==> src/lockstep_pkg.sv <==
// Lockstep offsets, multibit flag codes, core command and result types
package lockstep_pkg;

  //////////////////////////////////////////////////////////////////////
  // Lockstep timing
  //////////////////////////////////////////////////////////////////////

  // Cycles the shadow core lags the main core
  localparam int unsigned LOCKSTEP_OFFSET = 2;
  // Extra cycle for the shadow output register
  localparam int unsigned OUTPUTS_OFFSET = LOCKSTEP_OFFSET + 1;
  // Reset sequencing counter width, at least one bit
  localparam int unsigned CNT_W = (LOCKSTEP_OFFSET > 1) ? $clog2(LOCKSTEP_OFFSET) : 1;

  //////////////////////////////////////////////////////////////////////
  // Core datapath widths
  //////////////////////////////////////////////////////////////////////

  localparam int unsigned ACC_W     = 32;
  localparam int unsigned OPND_W    = 16;
  localparam int unsigned CNT_OUT_W = 8;

  // Multibit flag, only two of the sixteen codes are legal
  localparam int unsigned MUBI_W = 4;
  typedef logic [MUBI_W-1:0] mubi_t;
  localparam mubi_t MUBI_ON  = 4'b0110;
  localparam mubi_t MUBI_OFF = 4'b1001;

  typedef enum logic [1:0] {
    OP_CLEAR = 2'd0,
    OP_LOAD  = 2'd1,
    OP_ADD   = 2'd2,
    OP_XOR   = 2'd3
  } acc_op_e;

  // Everything the core consumes
  typedef struct packed {
    logic              valid;
    acc_op_e           op;
    logic [OPND_W-1:0] operand;
  } core_in_t;

  // Everything the core produces, compared as one word
  typedef struct packed {
    logic                 valid;
    logic [ACC_W-1:0]     acc;
    logic [CNT_OUT_W-1:0] count;
  } core_out_t;

endpackage

==> src/acc_core.sv <==
// Accumulator core executing clear, load, add and xor commands
`timescale 1ns/100ps

module acc_core (
  input  logic                    clk_i,
  input  logic                    reset_i,
  input  lockstep_pkg::core_in_t  cmd_i,
  output lockstep_pkg::core_out_t result_o
);

  import lockstep_pkg::*;

  logic [ACC_W-1:0]     operand_ext;
  logic [ACC_W-1:0]     acc_d;
  logic [ACC_W-1:0]     acc_q;
  logic [CNT_OUT_W-1:0] count_d;
  logic [CNT_OUT_W-1:0] count_q;
  logic                 valid_q;

  // Operand is unsigned, upper bits zero
  assign operand_ext = ACC_W'(cmd_i.operand);

  //////////////////////////////////////////////////////////////////////
  // Command decode
  //////////////////////////////////////////////////////////////////////

  always_comb begin
    acc_d   = acc_q;
    count_d = count_q;
    if (cmd_i.valid) begin
      unique case (cmd_i.op)
        OP_CLEAR: acc_d = '0;
        OP_LOAD:  acc_d = operand_ext;
        // Wraps modulo 2^32
        OP_ADD:   acc_d = acc_q + operand_ext;
        OP_XOR:   acc_d = acc_q ^ operand_ext;
      endcase
      // Count wraps at 256
      count_d = count_q + 1'b1;
    end
  end

  //////////////////////////////////////////////////////////////////////
  // State and result registers
  //////////////////////////////////////////////////////////////////////

  always_ff @(posedge clk_i) begin
    if (reset_i) begin
      acc_q   <= '0;
      count_q <= '0;
      valid_q <= 1'b0;
    end else begin
      acc_q   <= acc_d;
      count_q <= count_d;
      valid_q <= cmd_i.valid;
    end
  end

  // Result reflects the previous cycle's command
  assign result_o.valid = valid_q;
  assign result_o.acc   = acc_q;
  assign result_o.count = count_q;

endmodule

==> src/shadow_reset_ctrl.sv <==
// Shadow core reset sequencing and lockstep comparison enable
`timescale 1ns/100ps

module shadow_reset_ctrl (
  input  logic                clk_i,
  input  logic                reset_i,
  output logic                shadow_reset_o,
  output lockstep_pkg::mubi_t cmp_enable_o
);

  import lockstep_pkg::*;

  logic [CNT_W-1:0] cnt_q;
  logic             cnt_done;
  mubi_t            released_d;
  mubi_t            released_q;
  mubi_t            cmp_enable_q;

  //////////////////////////////////////////////////////////////////////
  // Release counter
  //////////////////////////////////////////////////////////////////////

  // Starts on system reset and stops at the last lag cycle
  assign cnt_done = (cnt_q == CNT_W'(LOCKSTEP_OFFSET - 1));

  always_ff @(posedge clk_i) begin
    if (reset_i) begin
      cnt_q <= '0;
    end else if (!cnt_done) begin
      cnt_q <= cnt_q + 1'b1;
    end
  end

  //////////////////////////////////////////////////////////////////////
  // Multibit flags
  //////////////////////////////////////////////////////////////////////

  assign released_d = cnt_done ? MUBI_ON : MUBI_OFF;

  // Enable follows the release flag one cycle later
  always_ff @(posedge clk_i) begin
    if (reset_i) begin
      released_q   <= MUBI_OFF;
      cmp_enable_q <= MUBI_OFF;
    end else begin
      released_q   <= released_d;
      cmp_enable_q <= released_q;
    end
  end

  // Bit 0 is set in MUBI_OFF and clear in MUBI_ON
  assign shadow_reset_o = released_q[0];

  // A corrupted code anywhere but MUBI_OFF leaves the comparison on
  assign cmp_enable_o = cmp_enable_q;

endmodule

==> src/shadow_channel.sv <==
// Shadow input delay line, shadow core and shadow output register
`timescale 1ns/100ps

module shadow_channel (
  input  logic                    clk_i,
  input  logic                    shadow_reset_i,
  input  lockstep_pkg::core_in_t  cmd_i,
  output lockstep_pkg::core_out_t shadow_out_o
);

  import lockstep_pkg::*;

  // Entry LOCKSTEP_OFFSET-1 takes the live command, entry 0 feeds the core
  core_in_t [LOCKSTEP_OFFSET-1:0] cmd_dly_q;
  core_out_t                      shadow_out_d;
  core_out_t                      shadow_out_q;

  //////////////////////////////////////////////////////////////////////
  // Input delay line
  //////////////////////////////////////////////////////////////////////

  // Held clear while the shadow core is in reset
  always_ff @(posedge clk_i) begin
    if (shadow_reset_i) begin
      cmd_dly_q <= '0;
    end else begin
      for (int unsigned i = 0; i < LOCKSTEP_OFFSET - 1; i++) begin
        cmd_dly_q[i] <= cmd_dly_q[i+1];
      end
      cmd_dly_q[LOCKSTEP_OFFSET-1] <= cmd_i;
    end
  end

  //////////////////////////////////////////////////////////////////////
  // Shadow core
  //////////////////////////////////////////////////////////////////////

  acc_core u_shadow_core (
    .clk_i    (clk_i),
    .reset_i  (shadow_reset_i),
    .cmd_i    (cmd_dly_q[0]),
    .result_o (shadow_out_d)
  );

  // Extra stage, absorbed by OUTPUTS_OFFSET on the main side
  always_ff @(posedge clk_i) begin
    shadow_out_q <= shadow_out_d;
  end

  assign shadow_out_o = shadow_out_q;

endmodule

==> src/output_comparator.sv <==
// Main output delay line, fault injection and lockstep output compare
`timescale 1ns/100ps

module output_comparator (
  input  logic                    clk_i,
  input  lockstep_pkg::core_out_t main_out_i,
  input  lockstep_pkg::core_out_t shadow_out_i,
  input  lockstep_pkg::mubi_t     cmp_enable_i,
  input  logic                    fault_inject_i,
  output logic                    alert_major_o
);

  import lockstep_pkg::*;

  core_out_t                     main_inj;
  core_out_t [OUTPUTS_OFFSET-1:0] main_dly_q;
  logic                          outputs_differ;

  //////////////////////////////////////////////////////////////////////
  // Fault injection
  //////////////////////////////////////////////////////////////////////

  // Only the compared copy is touched, result_o stays clean
  always_comb begin
    main_inj        = main_out_i;
    main_inj.acc[0] = main_out_i.acc[0] ^ fault_inject_i;
  end

  //////////////////////////////////////////////////////////////////////
  // Output delay line
  //////////////////////////////////////////////////////////////////////

  // Lines the main word up with the registered shadow word
  always_ff @(posedge clk_i) begin
    for (int unsigned i = 0; i < OUTPUTS_OFFSET - 1; i++) begin
      main_dly_q[i] <= main_dly_q[i+1];
    end
    main_dly_q[OUTPUTS_OFFSET-1] <= main_inj;
  end

  //////////////////////////////////////////////////////////////////////
  // Compare
  //////////////////////////////////////////////////////////////////////

  // Whole struct, valid and count included
  assign outputs_differ = (main_dly_q[0] != shadow_out_i);

  // Blocked only by an exact MUBI_OFF
  assign alert_major_o = (cmp_enable_i != MUBI_OFF) & outputs_differ;

endmodule

==> src/lockstep_top.sv <==
// Dual-core lockstep top level with main core and shadow comparison
`timescale 1ns/100ps

module lockstep_top (
  input  logic                    clk_i,
  input  logic                    reset_i,
  input  lockstep_pkg::core_in_t  cmd_i,
  input  logic                    fault_inject_i,
  output lockstep_pkg::core_out_t result_o,
  output logic                    alert_major_o
);

  import lockstep_pkg::*;

  logic      shadow_reset;
  mubi_t     cmp_enable;
  core_out_t shadow_out;

  //////////////////////////////////////////////////////////////////////
  // Main core
  //////////////////////////////////////////////////////////////////////

  // Runs on the live commands, drives the result directly
  acc_core u_main_core (
    .clk_i    (clk_i),
    .reset_i  (reset_i),
    .cmd_i    (cmd_i),
    .result_o (result_o)
  );

  //////////////////////////////////////////////////////////////////////
  // Lockstep stages
  //////////////////////////////////////////////////////////////////////

  shadow_reset_ctrl u_shadow_reset_ctrl (
    .clk_i          (clk_i),
    .reset_i        (reset_i),
    .shadow_reset_o (shadow_reset),
    .cmp_enable_o   (cmp_enable)
  );

  // Same commands, LOCKSTEP_OFFSET cycles later
  shadow_channel u_shadow_channel (
    .clk_i          (clk_i),
    .shadow_reset_i (shadow_reset),
    .cmd_i          (cmd_i),
    .shadow_out_o   (shadow_out)
  );

  output_comparator u_output_comparator (
    .clk_i          (clk_i),
    .main_out_i     (result_o),
    .shadow_out_i   (shadow_out),
    .cmp_enable_i   (cmp_enable),
    .fault_inject_i (fault_inject_i),
    .alert_major_o  (alert_major_o)
  );

endmodule

==> config.mk <==
export PLATFORM = sky130hd
export DESIGN_NAME = lockstep_top
export DESIGN_NICKNAME = d
export VERILOG_FILES = /design/src/lockstep_pkg.sv /design/src/acc_core.sv /design/src/shadow_reset_ctrl.sv /design/src/shadow_channel.sv /design/src/output_comparator.sv /design/src/lockstep_top.sv
export SDC_FILE = /design/constraint.sdc
export NUM_CORES = 1
export LEC_CHECK = 0
export CORE_MARGIN = 1.5
export CORE_UTILIZATION = 60
export CTS_BUF_LIST = sky130_fd_sc_hd__clkbuf_8
export DETAILED_ROUTE_END_ITERATION = 6
export DONT_BUFFER_PORTS = 1
export HOLD_SLACK_MARGIN = 0.08
export PLACE_DENSITY = 0.76
export SLEW_MARGIN = 20
export SYNTH_ARGS = -nofsm -noshare
export SYNTH_HDL_FRONTEND = slang
export SYNTH_HIERARCHICAL = 1
export SYNTH_SLANG_ARGS = --single-unit
==> constraint.sdc <==
create_clock -name clk_i -period 4.41 [get_ports clk_i]
set_input_delay 0.441 -clock clk_i [delete_from_list [all_inputs] [get_ports clk_i]]
set_output_delay 0.441 -clock clk_i [all_outputs]
set_load 0.05 [all_outputs]
==> results of run 1 <==
==> flip-flops by register name, indices dropped and copies added (netlist names), 8 cells and up <==
signal	cells
u_output_comparator/main_dly_q	123
u_shadow_channel/shadow_out_o	41
u_shadow_channel/cmd_dly_q	38
u_main_core/acc_q	32
u_shadow_channel/u_shadow_core/acc_q	32
u_main_core/count_q	8
u_shadow_channel/u_shadow_core/count_q	8
==> worst max-delay path by stage <==
| stage | end | slack [ps] | depth (start not counted) |
|---|---|---|---|
| 2_1_floorplan | u_main_core/acc_q[30] | 1940 | 8 |
| 5_1_grt | alert_major_o | 1450 | 5 |
| 3_3_place_gp | u_main_core/acc_q[30] | 1760 | 8 |
| 6_report | alert_major_o | 1480 | 5 |
| 3_5_place_dp | u_main_core/acc_q[30] | 1720 | 8 |
| 4_1_cts | alert_major_o | 1500 | 5 |
==> logic make-up (layout without fill, tap and decap cells) <==
kind of cell               after synthesis  after routing  synth area share
xor gates and xnor gates                78             78            0.0620
and+or+nand+nor                        347            347             0.172
DFF                                    289            289             0.525
muxes                                   22             22            0.0207
adders and majority gates               36             36            0.0422
AOI/OAI and AO/OA                      225            225             0.151
buffers and inverters                   63            121            0.0279
==> per-layer routing <==
| layer | share of wire | wire [um] | track usage |
|---|---|---|---|
| met5 | 0 | 0 | 0 |
| met4 | 0.023 | 585 | 0.0881 |
| met3 | 0.069 | 1730 | 0.0566 |
| met2 | 0.46 | 11500 | 0.417 |
| met1 | 0.45 | 11300 | 0.351 |
==> area by class of cell <==
cell class,instances,area (um^2)
Inverter,19,71.3
Clock buffer,57,785
Tap cell,229,287
Timing Repair Buffer,26,273
Multi-Input combinational cell,708,4930
Sequential cell,289,5790
Fill cell,1302,5670
Clock inverter,19,163
==> cell usage in the layout (no fill, tap or decap), types with 5 or more instances in the layout <==
master,count
a2111o_1,6
a211oi_1,30
a21o_1,10
a21oi_1,61
a22oi_1,10
a311oi_1,6
a31oi_1,8
and2_1,8
and2b_1,6
and3_1,10
clkbuf_8,57
clkinv_2,5
dfxtp_1,288
dlygate4sd3_1,21
ha_1,34
inv_1,25
mux2_2,6
mux2i_1,16
nand2_1,100
nand2b_1,13
nand3_1,22
nand4_1,22
nor2_1,74
nor2b_1,22
nor2b_4,20
nor3_1,11
nor4_1,10
o211ai_1,12
o21a_1,6
o21ai_0,28
o21ai_1,6
o21ai_2,6
or3_1,8
xnor2_1,45
xor2_1,33
==> power by group <==
group / internal (mW) / switching (mW) / leakage [nW]
logic: 0.134 / 0.192 / 1.78
registers: 2.69 / 0.113 / 2.35
clock network: 1.29 / 1.02 / 0.523
total: 4.11 / 1.33 / 4.65
==> critical path, stage by stage (launching register included) <==
cell and delay [ps]:
dfxtp_1 320, xor2_1 180, nor4_1 510, nand4_1 230, nor4_1 300, a21oi_1 390
==> stage by stage <==
stage	util	hold WS [ps]	setup WS [ps]	power, mW	instances
floorplan	-	310	1940	3.09	1060
global route	0.684	120	1450	5.63	1347
finish	0.684	122	1480	5.44	1347
CTS	0.684	80.0	1500	5.47	1347
global placement	0.618	310	1760	3.14	1248
detailed placement	0.618	312	1720	3.14	1248
==> impl_metrics.tcl, run 1 <==
set metrics [dict create \
    start_kind "register" \
    port_buffers 0 \
    min-delay-start "cmd_i[18]" \
    num_antenna_cells 0 \
    ff2ff_setup_slack_ps 1650 \
    drive_above_1_share 0.117 \
    hold_buffers 23 \
    synth-main-ff-cell "dfxtp_1" \
    min_path_type "in2reg" \
    setup_violations 0 \
    ys_seq_elements 289 \
    dpl-instance-area_um2 11100 \
    cts.sinks 289 \
    worst_slew_pin_slew_ps 1030 \
    syn2layout_area_growth_pct 11.6 \
    clockRootBuffer "clkbuf_8" \
    cp-end-kind "output pin" \
    finalInstanceArea_um2 12300 \
    ant_nets 0 \
    clock_skew_ps 27.2 \
    rr_endpoint "u_main_core/acc_q[28]" \
    fin_setup_tns_ps 0 \
    die-height_um 139 \
    gp_congestion 0.918 \
    grt_setup_unrepaired "false" \
    fin_crit_sh 0.665 \
    cts_inserted_buffers 44 \
    hpwl_um 16400 \
    min_to "u_main_core/count_q[2]" \
    first_pass_iters 6 \
    max_freq_mhz 341 \
    synth.top_cell.area_share 0.525 \
    clock_latency_ps 580 \
    powerDensity_nw_per_um2 443 \
    syn_nets 1118 \
    antenna_found_initial 0 \
    yosysWarnings 6 \
    holdPathStages 3 \
    synth_edf_count 0 \
    synth_cell_types 66 \
    critPathRequiredTime_ps 3970 \
    post-cts-setup-buffer-count 0 \
    startpoint "u_shadow_channel/shadow_out_o[29]" \
    ys_async_sr_fraction 0 \
    path_class "reg2out" \
    arrival_ps 2490 \
    grt_pass1_vias 7609 \
    drtIter0Drc 512 \
    cp_max_fo 1 \
    cts_tree "yes" \
    slew-limit-headroom 0.313 \
    grt_use_total 0.260 \
    maxCapViolCount 0 \
    start_util 0.614 \
    finalCriticalPeriod_ps 2930 \
    r2r_cells 7 \
    synth_common_cells "dfxtp_1 (289), nand2_1 (100), nor2_1 (74), a21oi_1 (61), xnor2_1 (45)" \
    via_count 7767 \
    dieArea_um2 19200 \
    viasPerCell 5.77 \
    hold_viol_final 0 \
    coreArea_um2 18000 \
    dieWidth_um 139 \
    routed_wl_um 25100 \
    cts-resized-gates 0 \
    drv_slew 0 \
    yosysSeqAreaShare 0.525 \
    grt_pass1_wl_um 40200 \
    ir_drop_v 0.000344 \
    final_nets 1146 \
    syn_area_um2 11000 \
    ios 64 \
    fp-row-count 49 \
    wire_per_inst_um 18.7 \
    path_clk_slew_ps 60 \
    syn_inst 1060 \
    grt-ovfl-total 0 \
    leakagePower_nw 4.65 \
    worstReg2RegStart "u_main_core/acc_q[10]" \
    drc 0 \
    yosys.area.top_type "dfxtp_1" \
    synth_most_common_cell "dfxtp_1" \
    status "finished, final reports clean" \
    clockBufferDepth 3 \
    htreeDepth 2 \
    yosys-top-cells-area "dfxtp_1 (52%), ha_1 (3.9%), xnor2_1 (3.6%)" \
    synth.avg_cell_area_um2 10.4 \
    grt_max_degree 42 \
]
Power figures use the tool's default switching activity.
==> inputs of run 2 (changes only) <==
Clock period 4.41 ns to 3.01 ns, I/O delays scaled along.
==> run 2 against run 1 <==
  * Critical path type unchanged
  * Die area unchanged
  * Total power increased by 49%
  * Clock skew increased by 2.8 ps
  * Core utilization increased by 1.9 points
  * Critical path depth increased by 1
  * Clock power increased by 50%
  * Wire length about the same
  * Non-clock buffer count increased by 38
==> impl_metrics.tcl, run 2 (same netlist as run 1, synthesis figures left out) <==
set metrics [dict create \
    port_buffers 0 \
    ios 64 \
    grt_use_total 0.262 \
    crit_path_frequent_cell "nor4_1" \
    largest_reg_flops 123 \
    cp-end-kind "output pin" \
    top_register "u_output_comparator/main_dly_q" \
    finalCriticalPeriod_ps 2820 \
    fp-row-count 49 \
    cts_tree "yes" \
    status "finished, final reports clean" \
    htreeDepth 2 \
    dieWidth_um 139 \
    die-height_um 139 \
    crit_path_top_delay_cell "nor4_1" \
    first_pass_iters 7 \
    grt_max_degree 41 \
    cts_inserted_buffers 44 \
    grt_setup_unrepaired "false" \
    min_path_type "in2reg" \
    path_clk_slew_ps 60 \
    drv_slew 0 \
    max_freq_mhz 354 \
    num_antenna_cells 0 \
    fin_hold_ws_ps 115 \
    layout_commonest_cell "dfxtp_1" \
    grt_pass1_vias 7694 \
    finalInstanceArea_um2 12600 \
    critPathRequiredTime_ps 2710 \
    preCtsSetupSlack_ps 587 \
    drc 0 \
    dpl-instance-area_um2 11400 \
    coreArea_um2 18000 \
    ant_nets 0 \
    dieArea_um2 19200 \
    start_kind "register" \
    worst_slew_pin_slew_ps 941 \
    cp_max_fo 1 \
    leakagePower_nw 4.87 \
    powerDensity_nw_per_um2 641 \
    setup_violations 0 \
    slowest_delay_ps 580 \
    clock_skew_ps 30.1 \
    wire_per_inst_um 18.2 \
    path_class "reg2out" \
    gp_congestion 0.944 \
    syn2layout_area_growth_pct 14.6 \
    fin_setup_tns_ps 0 \
    hold_viol_final 0 \
    viasPerCell 5.74 \
    antenna_found_initial 1 \
    cts.sinks 289 \
    hpwl_um 16500 \
    grt-ovfl-total 0 \
    final_nets 1184 \
    drtIter0Drc 628 \
    via_count 7957 \
    post-cts-setup-buffer-count 0 \
    routed_wl_um 25200 \
    fin_crit_sh 0.938 \
    clockBufferDepth 3 \
    clockRootBuffer "clkbuf_8" \
    clock_latency_ps 560 \
    worst_slack_ps 185 \
    grt_pass1_wl_um 40500 \
    maxCapViolCount 0 \
    worstPathCellList "xor2_1, nor4_1, nand4_1, nor4_1, a21oi_1, buf_4" \
    drive_above_1_share 0.140 \
    arrival_ps 2520 \
    slew-limit-headroom 0.371 \
    layout_common_cells "dfxtp_1 (288), nand2_1 (100), nor2_1 (74), a21oi_1 (61), clkbuf_8 (54)" \
    start_util 0.614 \
    post-route-util 0.703 \
    ir_drop_v 0.000524 \
]
-- run 2: cell types whose count changed in the layout (fill, tap and decap cells not counted), sizes merged --
cell | before | now
buf | 5 | 39
clkinvlp | 0 | 1
clkinv | 9 | 7
dlygate4sd3 | 21 | 25
clkbuf | 57 | 54
inv | 27 | 30
bufinv | 2 | 4
-- run 2: what timing repair did --
item                      CTS  global route
hold buffers               27             0
hold endpoints to repair   57             0
gates resized for setup     0             0
-- run 2: worst paths after layout --
kind	start	endpoint	slack (ps)	cells past startpoint
setup / recovery	u_shadow_channel/shadow_out_o[29]	alert_major_o	190	6
hold / removal	cmd_i[13]	u_main_core/acc_q[13]	110	3
setup reg to reg	u_main_core/acc_q[0]	u_main_core/acc_q[6]	400	8
hold reg to reg	u_output_comparator/main_dly_q[84]	u_output_comparator/main_dly_q[43]	300	0
-- run 2: report_power, final --
group | switching [mW] | internal, mW | total, mW
Sequential | 0.0726 | 3.94 | 4.01
Combinational | 0.391 | 0.233 | 0.623
Clock | 1.48 | 1.98 | 3.46
Total | 1.94 | 6.15 | 8.10
-- run 2: worst max-delay path: cells and delay by family (launching register included) --
kind	cells	cell delay, ps
simple gates	3	1100
flops	1	320
xor+xnor	1	190
compound gates	1	130
buf+inv	1	210
-- run 2: metal layers --
layer / part of all wire / global-route usage / wire length, um / up-vias
met5: 0.00044 / 0 / 11 / -
met1: 0.44 / 0.348 / 11100 / 3711
met3: 0.070 / 0.0639 / 1770 / 66
met4: 0.035 / 0.107 / 885 / 2
met2: 0.45 / 0.411 / 11400 / 321
li1: - / - / - / 3857
-- run 2: metrics by stage --
stage / std cells / total power, mW
after global placement: 1282 / 4.63
after floorplan: 1060 / 4.52
after detailed placement: 1282 / 4.64
after CTS: 1386 / 8.16
final: 1386 / 8.10
after global routing: 1386 / 8.41
-- run 2: cell type report --
| class | count | area (um^2) |
|---|---|---|
| clock buffer | 54 | 743 |
| clock inverter | 23 | 229 |
| fill | 1279 | 5340 |
| inverter | 19 | 71.3 |
| multi-input combinational | 708 | 4930 |
| sequential | 289 | 5790 |
| tap | 229 | 287 |
| timing repair buffer | 64 | 581 |
==> inputs of run 3 (changes only) <==
Settings changed: CTS_BUF_LIST sky130_fd_sc_hd__clkbuf_8 to unset.
==> run 3 against run 2 <==
  * Sequential cell count did not move
  * Hold slack lost 18 ps
  * Fmax is 1.2% lower
  * Core utilization down 0.070 points
  * Largest power group unchanged
  * Die area is the same
==> impl_metrics.tcl, run 3 (same netlist as run 1, synthesis figures left out) <==
set metrics [dict create \
    multi_input_area_um2 4930 \
    fp-row-count 49 \
    fill_cells 1267 \
    path_class "reg2out" \
    min_path_type "in2reg" \
    preCtsSetupSlack_ps 587 \
    power.switching_mw 1.93 \
    clock_skew_ps 16.3 \
    grt_pass1_vias 7637 \
    coreArea_um2 18000 \
    drive_above_1_share 0.129 \
    finalInstanceArea_um2 12600 \
    cp_max_fo 1 \
    clockBufferDepth 3 \
    cts_inserted_buffers 28 \
    grt_pass1_wl_um 40300 \
    worst_slack_ps 153 \
    gr-usage-met2 0.420 \
    grt_setup_unrepaired "false" \
    power.internal_mw 6.22 \
    die-height_um 139 \
    port_buffers 0 \
    grt_use_total 0.259 \
    instances_no_fill 1361 \
    fin_setup_tns_ps 0 \
    drc 0 \
    critPathRequiredTime_ps 2710 \
    fin_hold_ws_ps 96.8 \
    comb_power_share 0.076 \
    dieWidth_um 139 \
    worst_slew_pin_slew_ps 686 \
    cp-end-kind "output pin" \
    via_count 7832 \
    powerDensity_nw_per_um2 646 \
    dpl-instance-area_um2 11400 \
    layout_commonest_cell "dfxtp_1" \
    clock_latency_ps 540 \
    post-cts-setup-buffer-count 0 \
    power_mw 8.15 \
    num_antenna_cells 0 \
    grt_max_degree 40 \
    drtIter0Drc 691 \
    cts.sinks 289 \
    seqCellArea_um2 5790 \
    maxCapViolCount 0 \
    final_nets 1168 \
    met1_usage 0.350 \
    largest_reg_flops 123 \
    first_pass_iters 6 \
    p_sw_frac 0.237 \
    hpwl_um 16500 \
    slew-limit-headroom 0.541 \
    clockRootBuffer "clkbuf_16" \
    leakagePower_nw 4.80 \
    place_inst 1282 \
    antenna_found_initial 1 \
    ir_drop_v 0.000484 \
    htreeDepth 1 \
    globalRouteMet3Util 0.0497 \
    routed_wl_um 25100 \
    max_freq_mhz 350 \
    busiest_layer "met2" \
    pwr-share-clk 0.432 \
    dieArea_um2 19200 \
    grt-ovfl-total 0 \
    top_register "u_output_comparator/main_dly_q" \
    wire_per_inst_um 18.4 \
    ios 64 \
    viasPerCell 5.75 \
    layout_common_cells "dfxtp_1 (288), nand2_1 (100), nor2_1 (73), a21oi_1 (61), xnor2_1 (45)" \
    syn2layout_area_growth_pct 14.5 \
    start_util 0.614 \
    arrival_ps 2560 \
    setup_violations 0 \
    path_clk_slew_ps 60 \
    start_kind "register" \
    seq_power_share 0.492 \
    status "finished, final reports clean" \
    drv_slew 0 \
    fin_crit_sh 0.949 \
    gp_congestion 0.944 \
    finalCriticalPeriod_ps 2860 \
    hold_viol_final 0 \
    post-route-util 0.702 \
    cts_tree "yes" \
    ant_nets 0 \
]
run 3: cell count changes in the layout (fill, tap and decap cells not counted), sizes merged:
cell and delta:
bufinv -3, clkbuf -13, clkinvlp +1, inv -10
run 3: worst paths after layout:
check	endpoint	cells after the start	slack [ps]	start
worst max-delay path	alert_major_o	6	150	u_shadow_channel/shadow_out_o[29]
worst min register to register	u_output_comparator/main_dly_q[58]	0	320	u_output_comparator/main_dly_q[99]
worst max register to register	u_main_core/acc_q[12]	9	200	u_main_core/acc_q[11]
worst min-delay path	u_main_core/acc_q[14]	4	100	cmd_i[14]
run 3: power by group through the flow:
stage,combinational [mW],sequential [mW],clock [mW]
floorplan,0.379,4.14,0
global placement,0.540,4.09,0
detailed placement,0.545,4.09,0
CTS,0.607,4.01,3.57
global route,0.663,4.02,3.73
finish,0.619,4.01,3.52
run 3: critical path, stage by stage (launching register included):
cell and delay, ps:
dfxtp_1 320, xor2_1 200, nor4_1 610, nand4_1 200
nor4_1 350, a21oi_1 130, buf_4 210
run 3: what timing repair did:
action	4_1_cts	5_1_grt
hold endpoints to repair	56	0
setup endpoints to repair	0	1
hold buffers	27	0
gates resized for setup	0	2
run 3: per-layer routing:
metal  part of all wire  vias to the layer above
met4              0.027                        2
li1                   -                     3829
met3              0.063                       51
met5            0.00048                        -
met1               0.45                     3684
met2               0.46                      266
run 3: final cells by class:
cell class | count | share of cell area
multi-input combinational | 708 | 0.391
timing repair buffer | 64 | 0.0460
tap | 229 | 0.0227
clock inverter | 11 | 0.00903
sequential | 289 | 0.459
inverter | 19 | 0.00565
clock buffer | 41 | 0.0666
